$ cat config.mk
export PLATFORM = sky130hd
export DESIGN_NAME = div_top
export DESIGN_NICKNAME = d
export VERILOG_FILES = /design/src/div_pkg.sv /design/src/div_ctrl.sv /design/src/div_datapath.sv /design/src/div_sign_fix.sv /design/src/div_top.sv
export SDC_FILE = /design/constraint.sdc
export NUM_CORES = 1
export LEC_CHECK = 0
export ABC_AREA = 1
export BUFFER_PORTS_ARGS = -buffer_cell sky130_fd_sc_hd__buf_2
export CAP_MARGIN = 25
export CORE_MARGIN = 8
export CORE_UTILIZATION = 45
export CTS_CLUSTER_DIAMETER = 200
export DETAILED_ROUTE_END_ITERATION = 6
export PLACE_DENSITY = 0.74
export REMOVE_ABC_BUFFERS = 1
export SYNTH_ARGS = -nofsm -noshare
export SYNTH_HDL_FRONTEND = slang
export SYNTH_SLANG_ARGS = --single-unit
$ cat constraint.sdc
create_clock -name clk -period 5.4 [get_ports clk]
set_input_delay 1.08 -clock clk [delete_from_list [all_inputs] [get_ports clk]]
set_output_delay 1.08 -clock clk [all_outputs]
set_load 0.01 [all_outputs]
$ cat src/div_pkg.sv
/* Widths, vector types, request format and phase encoding of the iterative divider.
   Every divider module imports this package by wildcard in its header */
package div_pkg;

   localparam int XLEN       = 32;
   localparam int EXT_W      = XLEN + 1;   // One guard bit for the sign
   localparam int COUNT_W    = 6;
   localparam int QUOT_STEPS = XLEN;       // One quotient bit per cycle

   // Operands and results
   typedef logic [XLEN-1:0]    xlen_t;

   // Partial remainder, divisor and shifting quotient
   typedef logic [EXT_W-1:0]   ext_t;

   typedef logic [COUNT_W-1:0] count_t;

   // One divide request as presented with the start strobe
   typedef struct packed {
      xlen_t dividend;
      xlen_t divisor;
      logic  unsign;   // Both operands unsigned
      logic  rem;      // Return remainder instead of quotient
   } div_req_t;

   // Sequencer phases
   typedef enum logic [1:0] {
      IDLE   = 2'b00,
      ITER   = 2'b01,   // One quotient bit per cycle
      REMFIX = 2'b10    // Final add-back for a negative remainder
   } div_phase_e;

   // Two's complement of an operand-wide value
   function automatic xlen_t neg_xlen(xlen_t v);
      return ~v + 1'b1;
   endfunction

endpackage

$ cat src/div_ctrl.sv
/* Divider sequencer. Accepts a start strobe while idle, steps through the
   ITER and REMFIX phases and reports busy and done to the outside */
`timescale 1ns/1ps

module div_ctrl
   import div_pkg::*;
(
   input  logic       clk,
   input  logic       arst_n,
   input  logic       start,
   input  logic       flush,
   input  logic       req_rem,
   output logic       load,
   output div_phase_e phase,
   output logic       first_step,
   output logic       rem_op,
   output logic       busy,
   output logic       done
);

   div_phase_e phase_nxt;
   count_t     count;
   logic       last_step;

   assign busy = (phase != IDLE);

   // A flush in the same cycle cancels the new request as well
   assign load = start & ~busy & ~flush;

   assign first_step = (phase == ITER) && (count == '0);
   assign last_step  = (phase == ITER) && (count == count_t'(QUOT_STEPS - 1));

   // Quotient finishes on the last step, remainder one cycle later
   assign done = ~flush & ((last_step & ~rem_op) | (phase == REMFIX));

   always_comb begin
      phase_nxt = phase;
      case (phase)
         IDLE: begin
            if (load) begin
               phase_nxt = ITER;
            end
         end
         ITER: begin
            if (last_step) begin
               phase_nxt = rem_op ? REMFIX : IDLE;
            end
         end
         REMFIX: begin
            phase_nxt = IDLE;   // Always a single cycle
         end
         default: begin
            phase_nxt = IDLE;
         end
      endcase

      // Cancel whatever is running
      if (flush) begin
         phase_nxt = IDLE;
      end
   end

   always_ff @(posedge clk or negedge arst_n) begin
      if (!arst_n) begin
         phase <= IDLE;
      end else begin
         phase <= phase_nxt;
      end
   end

   // Iteration count, stops at QUOT_STEPS once the steps are through
   always_ff @(posedge clk or negedge arst_n) begin
      if (!arst_n) begin
         count <= '0;
      end else if (load) begin
         count <= '0;
      end else if (phase == ITER) begin
         count <= count + 1'b1;
      end
   end

   // Remainder flag held for the whole operation
   always_ff @(posedge clk or negedge arst_n) begin
      if (!arst_n) begin
         rem_op <= 1'b0;
      end else if (load) begin
         rem_op <= req_rem;
      end
   end

   a_count_range: assert property (@(posedge clk) disable iff (!arst_n)
      count <= count_t'(QUOT_STEPS))
      else $error("iteration count beyond %0d", QUOT_STEPS);

   // Done only while busy, and busy drops right after it
   a_done_ends_busy: assert property (@(posedge clk) disable iff (!arst_n)
      done |=> $fell(busy))
      else $error("done without busy falling on the next edge");

   a_no_start_busy: assert property (@(posedge clk) disable iff (!arst_n)
      start |-> !busy)
      else $error("start while busy is ignored");

endmodule

$ cat src/div_datapath.sv
/* Non-restoring divide datapath holding the quotient, partial remainder and divisor.
   Loads on load, steps once per ITER cycle and adds the divisor back in REMFIX */
`timescale 1ns/1ps

module div_datapath
   import div_pkg::*;
(
   input  logic       clk,
   input  logic       arst_n,
   input  logic       load,
   input  logic       first_step,
   input  div_phase_e phase,
   input  div_req_t   req,
   input  logic       neg_dividend,
   input  logic       divisor_compl,
   input  logic       sign_active,
   output xlen_t      raw_quot,
   output xlen_t      raw_rem
);

   // Dividend bits leave at the top, quotient bits enter at the bottom
   ext_t  q_ff;
   ext_t  a_ff;       // Partial remainder, two's complement
   ext_t  m_ff;       // Divisor, sign bit settled in the first step
   ext_t  q_eff;
   ext_t  m_eff;
   ext_t  a_base;
   ext_t  addend;
   ext_t  a_sum;
   xlen_t dividend_mag;
   logic  iter;
   logic  fix;
   logic  add;

   assign iter = (phase == ITER);
   assign fix  = (phase == REMFIX);

   // Magnitude of a negative signed dividend, used once before the first shift
   assign dividend_mag = neg_xlen(q_ff[EXT_W-1:1]);
   assign q_eff        = (first_step && neg_dividend) ? {dividend_mag, q_ff[0]} : q_ff;

   // Sign extension only for a signed op with a nonzero divisor
   assign m_eff = first_step ? {sign_active & m_ff[XLEN-1], m_ff[XLEN-1:0]} : m_ff;

   /* Subtract while the remainder is non-negative, add while negative.
      A negative divisor already carries its sign, so the choice flips */
   assign add = (fix | a_ff[XLEN]) ^ divisor_compl;

   // Shift the next dividend bit in, except in the add-back cycle
   assign a_base = fix ? a_ff : {a_ff[XLEN-1:0], q_eff[XLEN]};
   assign addend = add ? m_eff : ~m_eff;
   assign a_sum  = a_base + addend + {{XLEN{1'b0}}, ~add};   // Carry-in completes the subtract

   always_ff @(posedge clk) begin
      if (load) begin
         q_ff <= {req.dividend, 1'b0};
         a_ff <= '0;
         m_ff <= {1'b0, req.divisor};
      end else if (iter) begin
         q_ff <= {q_eff[XLEN-1:0], ~a_sum[XLEN]};   // New bit is the inverted sign
         a_ff <= a_sum;
         if (first_step) begin
            m_ff <= m_eff;
         end
      end else if (fix && a_ff[XLEN]) begin
         a_ff <= a_sum;   // Negative remainder gets the divisor back
      end
   end

   assign raw_quot = q_ff[XLEN-1:0];
   assign raw_rem  = a_ff[XLEN-1:0];

   a_phase_legal: assert property (@(posedge clk) disable iff (!arst_n)
      phase inside {IDLE, ITER, REMFIX})
      else $error("phase outside its encoding");

endmodule

$ cat src/div_sign_fix.sv
/* Sign handling of the divider. Captures the operand signs at load, steers the
   datapath and turns the raw quotient or remainder into the signed result */
`timescale 1ns/1ps

module div_sign_fix
   import div_pkg::*;
(
   input  logic     clk,
   input  logic     arst_n,
   input  logic     load,
   input  div_req_t req,
   input  logic     rem_op,
   input  xlen_t    raw_quot,
   input  xlen_t    raw_rem,
   output logic     neg_dividend,
   output logic     divisor_compl,
   output logic     sign_active,
   output xlen_t    result
);

   logic  dividend_neg_ff;
   logic  divisor_neg_ff;
   logic  sign_ff;          // Signed op with nonzero divisor
   logic  quot_neg;
   xlen_t quot_fix;
   xlen_t rem_fix;

   // Division by zero runs unsigned, giving all ones and the dividend
   always_ff @(posedge clk or negedge arst_n) begin
      if (!arst_n) begin
         dividend_neg_ff <= 1'b0;
         divisor_neg_ff  <= 1'b0;
         sign_ff         <= 1'b0;
      end else if (load) begin
         dividend_neg_ff <= req.dividend[XLEN-1];
         divisor_neg_ff  <= req.divisor[XLEN-1];
         sign_ff         <= ~req.unsign & (req.divisor != '0);
      end
   end

   assign sign_active   = sign_ff;
   assign neg_dividend  = sign_ff & dividend_neg_ff;
   assign divisor_compl = sign_ff & divisor_neg_ff;

   // Quotient negative when the signs differ
   assign quot_neg = sign_ff & (dividend_neg_ff ^ divisor_neg_ff);
   assign quot_fix = quot_neg ? neg_xlen(raw_quot) : raw_quot;

   // Remainder takes the sign of the dividend
   assign rem_fix = neg_dividend ? neg_xlen(raw_rem) : raw_rem;

   assign result = rem_op ? rem_fix : quot_fix;

endmodule

$ cat src/div_top.sv
/* Top level of the 32-bit iterative divider with start, flush, busy and done.
   Ties the sequencer, the datapath and the sign unit together */
`timescale 1ns/1ps

module div_top
   import div_pkg::*;
(
   input  logic     clk,
   input  logic     arst_n,
   input  logic     start,
   input  div_req_t req,
   input  logic     flush,
   output logic     busy,
   output logic     done,
   output xlen_t    result
);

   logic       load;
   logic       first_step;
   logic       rem_op;
   div_phase_e phase;
   logic       neg_dividend;
   logic       divisor_compl;
   logic       sign_active;
   xlen_t      raw_quot;
   xlen_t      raw_rem;

   div_ctrl u_ctrl (
      .clk        (clk),
      .arst_n     (arst_n),
      .start      (start),
      .flush      (flush),
      .req_rem    (req.rem),
      .load       (load),
      .phase      (phase),
      .first_step (first_step),
      .rem_op     (rem_op),
      .busy       (busy),
      .done       (done)
   );

   div_datapath u_datapath (
      .clk           (clk),
      .arst_n        (arst_n),
      .load          (load),
      .first_step    (first_step),
      .phase         (phase),
      .req           (req),
      .neg_dividend  (neg_dividend),
      .divisor_compl (divisor_compl),
      .sign_active   (sign_active),
      .raw_quot      (raw_quot),
      .raw_rem       (raw_rem)
   );

   div_sign_fix u_sign_fix (
      .clk           (clk),
      .arst_n        (arst_n),
      .load          (load),
      .req           (req),
      .rem_op        (rem_op),
      .raw_quot      (raw_quot),
      .raw_rem       (raw_rem),
      .neg_dividend  (neg_dividend),
      .divisor_compl (divisor_compl),
      .sign_active   (sign_active),
      .result        (result)
   );

endmodule

### Word-level counts from Yosys, hierarchy flattened

Cells that the tools add are included.

| word-level totals | value |
|---|---|
| bits in registers | 111 |
| bits of input ports | 70 |
| word-level logic and storage cells | 80 |
| output and inout port bits | 34 |

| operators by class | value |
|---|---|
| equal/unequal tests | 5 |
| bitwise operators | 23 |
| $add $sub $neg | 6 |
| muxes and demuxes | 21 |
| reduce and logical (&&, ||, !) cells | 14 |

Operator list:

| operator | count |
|---|---|
| $mux W33 | 8 |
| $mux W32 | 6 |
| $add A32 B1 Y32 const B | 3 |
| $not A32 Y32 | 3 |
| $add A33 B1 Y33 | 1 |
| $add A33 B33 Y33 | 1 |
| $not A33 Y33 | 1 |
| $reduce_bool A32 Y1 | 1 |
| $mux W6 | 2 |
| $and A1 B1 Y1 | 9 |
| $mux W2 | 4 |
| $reduce_bool A2 Y1 | 4 |
| $add A6 B1 Y6 const B | 1 |
| $eq A6 B5 Y1 const B | 1 |
| $logic_not A6 Y1 | 1 |
| $ne A3 B3 Y1 const B | 2 |
| $not A1 Y1 | 6 |
| $reduce_and A2 Y1 | 3 |
| $logic_and A1 B1 Y1 | 4 |
| $pmux W2 S2 | 1 |
| $eq A2 B1 Y1 const B | 1 |
| $eq A2 B2 Y1 const B | 1 |
| $logic_not A2 Y1 | 1 |
| $or A1 B1 Y1 | 2 |
| $xor A1 B1 Y1 | 2 |

### Longest topological paths before layout

Gate-level depths: netlist of run 1.

| logic depth | value |
|---|---|
| word-level depth | 10 |
| mapped depth | 28 |
| depth with buffers taken out | 28 |

### Modules after synthesis

Synthesis of run 1 repeated with hierarchy kept, for this count alone.

| second synthesis, totals | value |
|---|---|
| cell total of the unflattened synthesis | 1,620 |
| area, all modules | 10,445.0 µm² |

By module, submodules not included:

| module | times used | cells an instance | area an instance (µm²) |
|---|---|---|---|
| div_datapath | 1 | 990 | 7,369.6 |
| div_sign_fix | 1 | 556 | 2,528.7 |
| div_ctrl | 1 | 74 | 546.8 |

### Least setup slack after synthesis of run 1

Ideal clock, no wire load.

| path | value |
|---|---|
| kind | flip-flop to flip-flop |
| start | register u_ctrl.phase[0] |
| end | register u_datapath.a_ff[28] |
| data required time | 5.289 ns |
| arrival | 3.271 ns |
| setup slack | 2.018 ns |
| cell stages (with the launch flop) | 23 |
| cell sequence | dfrtp_1 -> nor2_1 -> nor2_1 -> or2_1 -> nand2_1 -> buf_2 -> xnor2_1 -> inv_1 -> fa_1 -> nand3_1 -> nand2_1 -> a21oi_1 -> o21ai_2 -> a21boi_1 -> o21ai_2 -> a21boi_1 -> o21ai_0 -> nand2_1 -> nand2_1 -> nand2_1 -> nand3_1 -> nand3_1 -> inv_1 |

| on the way | value |
|---|---|
| cells in the longest elaborated chain, start to end | 9 |
| elaborated cells on any way between the ends | 20 |

RTL lines:

| element | RTL line | RTL |
|---|---|---|
| from (decl) | div_ctrl.sv:14 | `output div_phase_e phase,` |
| from (signal assigned) | div_ctrl.sv:67 | `phase <= phase_nxt;` |
| $eq A2 B1 Y1 | div_ctrl.sv:30, div_datapath.sv:35 |  |
| $logic_and A1 B1 Y1 | div_ctrl.sv:30 | `assign first_step = (phase == ITER) && (count == '0);` |
| $logic_and A1 B1 Y1 | div_datapath.sv:40 | `assign q_eff = (first_step && neg_dividend) ? {dividend_mag, q_ff[0]} : q_ff;` |
| $mux W33 | div_datapath.sv:40 |  |
| $mux W33 | div_datapath.sv:50 | `assign a_base = fix ? a_ff : {a_ff[XLEN-1:0], q_eff[XLEN]};` |
| $add A33 B33 Y33 | div_datapath.sv:52 | `assign a_sum = a_base + addend + {{XLEN{1'b0}}, ~add};` |
| $add A33 B1 Y33 | div_datapath.sv:52 |  |
| $mux W33 | div_datapath.sv:65 | `end else if (fix && a_ff[XLEN]) begin` |
| $mux W33 | div_datapath.sv:59 | `end else if (iter) begin` |
| to (signal assigned) | div_datapath.sv:61 | `a_ff <= a_sum;` |
| to (signal assigned) | div_datapath.sv:66 | `a_ff <= a_sum;` |
| to (decl) | div_datapath.sv:23 | `ext_t a_ff;` |

Parallel ways exist; a longest one is shown, timed or not. The select of a mux whose other input is x is not followed.
A chain may end at the register's enable or synchronous reset.

### Worst setup path in the final report of run 1

| path | value |
|---|---|
| start | register u_datapath.a_ff[0] |
| end | output result[28] |

| on the way | value |
|---|---|
| cells in the longest elaborated chain, start to end | 4 |

RTL lines:

| element | RTL line | RTL |
|---|---|---|
| $not A32 Y32 | div_pkg.sv:35 | `return ~v + 1'b1;` |
| $add A32 B1 Y32 | div_pkg.sv:35 |  |
| $mux W32 | div_sign_fix.sv:50 | `assign rem_fix = neg_dividend ? neg_xlen(raw_rem) : raw_rem;` |
| $mux W32 | div_sign_fix.sv:52 | `assign result = rem_op ? rem_fix : quot_fix;` |
| to (decl) | div_top.sv:15 | `output xlen_t result` |

No other way between the ends.

==> results of run 1 <==
-- layer usage --
metal	track usage, %	vias to the layer above
met5	0	-
met1	29.2	4404
li1	-	4845
met4	7.15	0
met3	3.26	52
met2	35.7	391
-- flip-flops by register name (all words and copies together) (netlist names) --
name,count
u_datapath.a_ff,33
u_datapath.m_ff,33
u_datapath.q_ff,33
u_ctrl.count,6
u_ctrl.phase,2
u_ctrl.rem_op,1
u_sign_fix.dividend_neg_ff,1
u_sign_fix.divisor_neg_ff,1
u_sign_fix.sign_active,1
-- power breakdown --
part | internal, mW | total, mW | switching (mW)
clock network | 0.315 | 0.654 | 0.338
logic | 1.44 | 4.10 | 2.66
registers | 1.13 | 1.40 | 0.273
total | 2.89 | 6.16 | 3.27
-- per-stage QoR --
stage,hold slack (ns),std cells,TNS (ns),power (mW)
after global placement,0.468,1756,0,5.36
after detailed placement,0.504,1756,0,5.44
after CTS,0.522,1772,0,6.11
final,0.524,1773,0,6.16
after global routing,0.557,1773,0,6.72
after floorplan,0.446,1367,-0.723,4.34
-- cell type report --
class | count | area, um^2
Clock buffer | 9 | 225
Inverter | 233 | 875
Multi-Input combinational cell | 1023 | 5490
Timing Repair Buffer | 115 | 618
Clock inverter | 7 | 47.5
Sequential cell | 111 | 2920
Fill cell | 2120 | 10300
Tap cell | 275 | 344
-- worst paths after layout --
path / to
max: result[28]
min in group asynchronous: u_ctrl.count[3]
min: u_ctrl.count[2]
max reg2reg: u_datapath.a_ff[26]
max in group asynchronous: u_sign_fix.sign_active
min reg2reg: u_ctrl.count[2]
-- kinds of logic after synthesis --
group | Yosys count
AOI/OAI and AO/OA | 371
xor gates and xnor gates | 57
adders and majority gates | 37
buffers and inverters | 280
DFF | 111
and+or+nand+nor | 558
-- worst register-to-register path, delay by kind of cell (launching register included) --
kind	cells	cell delay [ns]
adders and majority gates	2	0.57
buffers and inverters	2	0.17
DFF	1	0.39
and+or+nand+nor	18	1.54
AOI/OAI and AO/OA	6	1.20
-- placed cells by master (no fill, tap or decap), types with 9 or more instances in the layout --
cell type and count:
buf_2 103, o21ai_0 187, nand3_1 45, nor2_2 10, nor3_1 31, dfxtp_1 35, inv_1 228, a21oi_1 105
o211ai_1 12, edfxtp_1 64, clkbuf_16 9, xnor2_1 40, dfrtp_1 12, nand2_1 264, nor4_1 19, nor2_1 140
ha_1 36, nand2_2 20, xor2_1 17, buf_4 11
==> results.py, run 1 <==
metrics = {
    "outcome": {
        "outcome": "finished, final reports clean",
    },
    "synthesis": {
        "synth-compound-area-share_pct": 21.7,
        "yosysTopAreaCellShare_pct": 20.3,
        "ys_seq_area_share_pct": 30.9,
        "yosysUniqueCellTypes": 50,
        "yosys_most_used_dff": "edfxtp_1",
        "synth_top_area_cell": "edfxtp_1",
        "synth_area_mm2": 0.00946,
        "yosys-top-cells-area": "edfxtp_1 (20%), nand2_1 (11%), o21ai_0 (9.9%)",
        "synth_xor_area_share_pct": 5.27,
        "avgSynthCellArea_um2": 6.69,
        "synth_top_family_by_area": "simple AND/OR/NAND/NOR gates",
        "synthAdderAreaFrac_pct": 4.97,
        "yosys_warnings": 0,
        "synth_edf_count": 64,
        "netlist_instances": 1414,
        "yosys-mux-area-fraction_pct": 0,
        "synth.most_common_cell": "nand2_1",
        "ys_ff_latch": 111,
        "async_flop_share_pct": 10.8,
        "synthSimpleGateAreaFrac_pct": 26.0,
        "synthTopCellsByCount": "nand2_1 (265), inv_1 (229), o21ai_0 (187), nor2_1 (141), a21oi_1 (105)",
    },
    "flow_run": {
        "max_cap_viol_count": 0,
    },
    "global_routing": {
        "grt.total_usage_pct": 21.9,
        "grt_pass1_vias": 9013,
        "grt_overflow_total": 0,
        "antenna_found_initial": 0,
        "grt_pass1_wl_um": 46300,
        "grt_max_degree": 56,
    },
    "worst_setup_path": {
        "crit_path_start_kind": "flip-flop",
        "arrival_ns": 2.98,
        "crit_slowest_cell": "dfxtp_1",
        "cp-startpoint": "u_datapath.a_ff[0]",
        "critPathRequiredTime_ns": 4.32,
        "r2r-start": "u_ctrl.count[0]",
        "rr_worst_depth": 28,
        "cp.depth": 17,
        "crit_type": "flip-flop to output pin",
        "cp_top_family": "simple AND/OR/NAND/NOR gates",
        "cp_max_fo": 5,
        "reg2reg_slack_ns": 1.43,
        "cpPeakStageDelay_ns": 0.33,
        "end_kind": "output pin",
        "cp_num_buf_inv": 4,
        "path_cells": "inv_2, ha_1, inv_1, nor3_2, nand3_1, nor3_2, nand3_1, nor2_2, nand4_2, nor2_2, nand4_1, nand2_1, o21ai_1, inv_1, nor2_1, o22ai_1, buf_2",
    },
    "timing": {
        "setup_ws_ns": 1.34,
        "max_freq_ghz": 0.246,
        "period_minus_slack_ns": 4.06,
        "finalClockSkew_ns": 0.00762,
        "hold_violations": 0,
        "slew_violations": 0,
        "setup_viol": 0,
        "grt_setup_unrepaired": "no",
        "relSlewSlack_pct": 35.5,
        "period_share_pct": 75.2,
        "tightest_slew_ns": 0.966,
    },
    "clock_tree": {
        "tritoncts": "yes",
        "clk_pin_slew_ns": 0.08,
        "cts_buffer_depth": 2,
        "clk_latency_ns": 0.37,
        "clkSinkCount": 111,
        "htreeDepth": 3,
        "cts_buffers": 9,
        "postCtsHoldBufs": 0,
        "cts-root-buf": "clkbuf_16",
        "cts_resized": 0,
        "post_cts_buffers": 0,
    },
    "floorplan": {
        "start_util_pct": 45.5,
        "die_w_um": 161,
        "rows": 53,
        "core-area_mm2": 0.0208,
        "ios": 104,
        "dieArea_mm2": 0.0259,
        "fp.dieH_um": 161,
    },
    "placed_design": {
        "io_buffers": 103,
        "gp_congestion": 0.972,
        "hpwlAfterDp_um": 22500,
        "place_ws_ns": 1.49,
        "dpl_cell_area_mm2": 0.0102,
    },
    "routing": {
        "drt-met1-wl_um": 12700,
        "route.met3.wl_um": 2140,
        "drt_iter0_drc": 846,
        "top_layer": "met4",
        "via_per_inst": 5.47,
        "wl_um": 28900,
        "remaining_drc_errors": 0,
        "avgRoutedWirePerCell_um": 16.3,
        "first_pass_iters": 5,
        "vias": 9692,
        "postRouteAntennaNets": 0,
        "wl_met2_um": 13300,
    },
    "final_layout": {
        "layout.nets": 1600,
        "postLayoutCoreUtil_pct": 50.5,
        "drive_gt1_share_pct": 12.6,
        "antenna_cells": 0,
        "syn_to_final_growth_pct": 11.2,
        "design_area_mm2": 0.0105,
    },
    "hold_path": {
        "hp-class": "flip-flop to flip-flop",
        "hold_depth": 1,
        "holdCritStartpoint": "u_ctrl.count[2]",
    },
    "power": {
        "p_leak_nw": 4.80,
        "vdd_ir_drop_max_uv": 242,
        "powerDensity_mw_per_mm2": 585,
    },
}
Note: power is estimated with default switching activity, not from simulation.
==> run 2, diff against run 1 <==
--- a/config.mk
+++ b/config.mk
@@ -12,7 +12,7 @@
 export CORE_UTILIZATION = 45
 export CTS_CLUSTER_DIAMETER = 200
 export DETAILED_ROUTE_END_ITERATION = 6
-export PLACE_DENSITY = 0.74
+export PLACE_DENSITY = 0.76
 export REMOVE_ABC_BUFFERS = 1
 export SYNTH_ARGS = -nofsm -noshare
 export SYNTH_HDL_FRONTEND = slang
==> constraint.sdc (replaced) <==
create_clock -name clk -period 3.66 [get_ports clk]
set_input_delay 0.732 -clock clk [delete_from_list [all_inputs] [get_ports clk]]
set_output_delay 0.732 -clock clk [all_outputs]
set_load 0.01 [all_outputs]
==> results.py, run 2 (synthesis gave the netlist of run 1 again) <==
metrics = {
    "worst_setup_path": {
        "path_cells": "inv_4, ha_4, inv_2, nor3_4, nand3_2, nor3_4, nand3_2, nor2_4, nand4_4, nor2_4, nand4_1, nand2_2, o21ai_2, o21ai_1, o22ai_2, buf_2",
        "arrival_ns": 2.90,
        "cp_max_fo": 4,
        "rr_worst_depth": 28,
        "cpPeakStageDelay_ns": 0.34,
        "r2r-end": "u_datapath.a_ff[28]",
        "end_kind": "output pin",
        "reg2reg_slack_ns": 0.14,
        "critPathRequiredTime_ns": 2.93,
        "crit_path_start_kind": "flip-flop",
        "r2r-start": "u_ctrl.count[0]",
        "crit_slowest_cell": "dfxtp_2",
        "crit_type": "flip-flop to output pin",
    },
    "power": {
        "vdd_ir_drop_max_uv": 362,
        "p_leak_nw": 5.12,
        "powerDensity_mw_per_mm2": 884,
    },
    "final_layout": {
        "antenna_cells": 0,
        "layout.nets": 1657,
        "fill_cells": 2006,
        "register_area_mm2": 0.00293,
        "reg_top3": "u_datapath.a_ff: 33 flops, u_datapath.m_ff: 33 flops, u_datapath.q_ff: 33 flops",
        "mostFrequentLayoutCells": "nand2_1 (259), inv_1 (225), o21ai_0 (179)",
        "multi_input_comb_area_mm2": 0.00573,
        "final_common_cell": "nand2_1",
        "drive_gt1_share_pct": 18.2,
        "syn_to_final_growth_pct": 18.7,
        "design_area_mm2": 0.0112,
        "stdcell_count": 1830,
    },
    "clock_tree": {
        "cts_buffers": 9,
        "cts_buffer_depth": 2,
        "tritoncts": "yes",
        "htreeDepth": 3,
        "cts-root-buf": "clkbuf_16",
        "clk_latency_ns": 0.37,
        "clk_pin_slew_ns": 0.09,
        "clkSinkCount": 111,
    },
    "timing": {
        "timing.hold.ws_ns": 0.235,
        "max_freq_ghz": 0.275,
        "grt_setup_unrepaired": "yes",
        "setup_viol": 0,
        "slew_violations": 0,
        "period_minus_slack_ns": 3.63,
        "relSlewSlack_pct": 35.8,
        "tightest_slew_ns": 0.962,
        "hold_violations": 0,
        "finalClockSkew_ns": 0.0187,
        "fin_tns_setup_ns": 0,
        "setup_ws_ns": 0.0264,
        "period_share_pct": 99.3,
    },
    "outcome": {
        "outcome": "finished, final reports clean",
    },
    "global_routing": {
        "grt_max_degree": 43,
        "grt_pass1_wl_um": 47700,
        "grt.total_usage_pct": 22.5,
        "antenna_found_initial": 0,
        "grt_pass1_vias": 9313,
        "grt_overflow_total": 0,
    },
    "placed_design": {
        "io_buffers": 103,
        "dp_cells": 1791,
        "dpl_cell_area_mm2": 0.0105,
        "gp_congestion": 0.957,
        "place_ws_ns": 0.0293,
        "hpwlAfterDp_um": 23200,
    },
    "floorplan": {
        "die_w_um": 161,
        "core-area_mm2": 0.0208,
        "dieArea_mm2": 0.0259,
        "ios": 104,
        "start_util_pct": 45.5,
        "fp.dieH_um": 161,
        "rows": 53,
    },
    "routing": {
        "drt_iter0_drc": 836,
        "via_per_inst": 5.46,
        "avgRoutedWirePerCell_um": 16.8,
        "vias": 9994,
        "wl_um": 30700,
        "remaining_drc_errors": 0,
        "first_pass_iters": 5,
        "postRouteAntennaNets": 0,
    },
    "hold_path": {
        "hp-class": "input pin to asynchronous set/reset pin",
    },
    "flow_run": {
        "max_cap_viol_count": 0,
    },
}
-- run 2: cell types whose count changed in the layout (fill, tap and decap cells not counted), moves of 4 or more --
cell,before,now
nand2_1,264,259
buf_4,11,66
a21oi_1,105,100
nor2_4,2,6
o21ai_0,187,179
nand2_2,20,24
o21ai_2,4,9
-- run 2: area by class of cell --
type	count	area share (%)
inverter	233	7.85
clock buffer	12	2.19
sequential	111	26.1
tap	275	3.06
multi-input combinational	1023	51.0
timing repair buffer	172	9.53
clock inverter	4	0.245
-- run 2: timing repair --
item,4_1_cts,5_1_grt
setup endpoints to repair,2,23
buffers inserted,1,22
hold buffers,0,0
pin swaps,1,36
gates resized for setup,1,68
-- run 2: metrics by stage --
stage / util (%) / power, mW
after floorplan: - / 6.41
after global placement: 50.6 / 8.12
after detailed placement: 50.6 / 8.23
after CTS: 52.0 / 9.24
after global routing: 53.9 / 10.8
final: 53.9 / 9.93
-- run 2: how the worst max path moves through the flow --
stage | startpoint | end
4_1_cts | u_datapath.a_ff[0] | result[28]
5_1_grt | u_datapath.a_ff[0] | result[28]
3_5_place_dp | u_ctrl.count[0] | u_datapath.a_ff[28]
3_3_place_gp | u_ctrl.count[1] | u_datapath.a_ff[28]
6_report | u_datapath.a_ff[0] | result[28]
2_1_floorplan | u_ctrl.phase[0] | u_datapath.a_ff[28]
-- run 2: power breakdown --
group	switching [mW]	leakage [nW]	internal, mW
registers	0.385	1.07	1.67
clock network	0.498	0.134	0.485
logic	4.29	3.92	2.60
total	5.17	5.12	4.76
-- run 2: critical path: cells and delay by family (launching register included) --
kind,cells,cell delay (ns)
compound gates,3,0.34
buf+inv,3,0.29
simple gates,9,1.41
flops,1,0.34
fa+ha+maj,1,0.14
-- run 2: layer usage --
layer | routed length [um] | part of all wire (%) | global-route usage, % | vias to the layer above
met2 | 14400 | 47 | 36.5 | 457
met5 | 0 | 0 | 0 | -
li1 | - | - | - | 4972
met3 | 2590 | 8.4 | 3.67 | 50
met4 | 722 | 2.4 | 8.16 | 0
met1 | 13000 | 42 | 29.8 | 4515
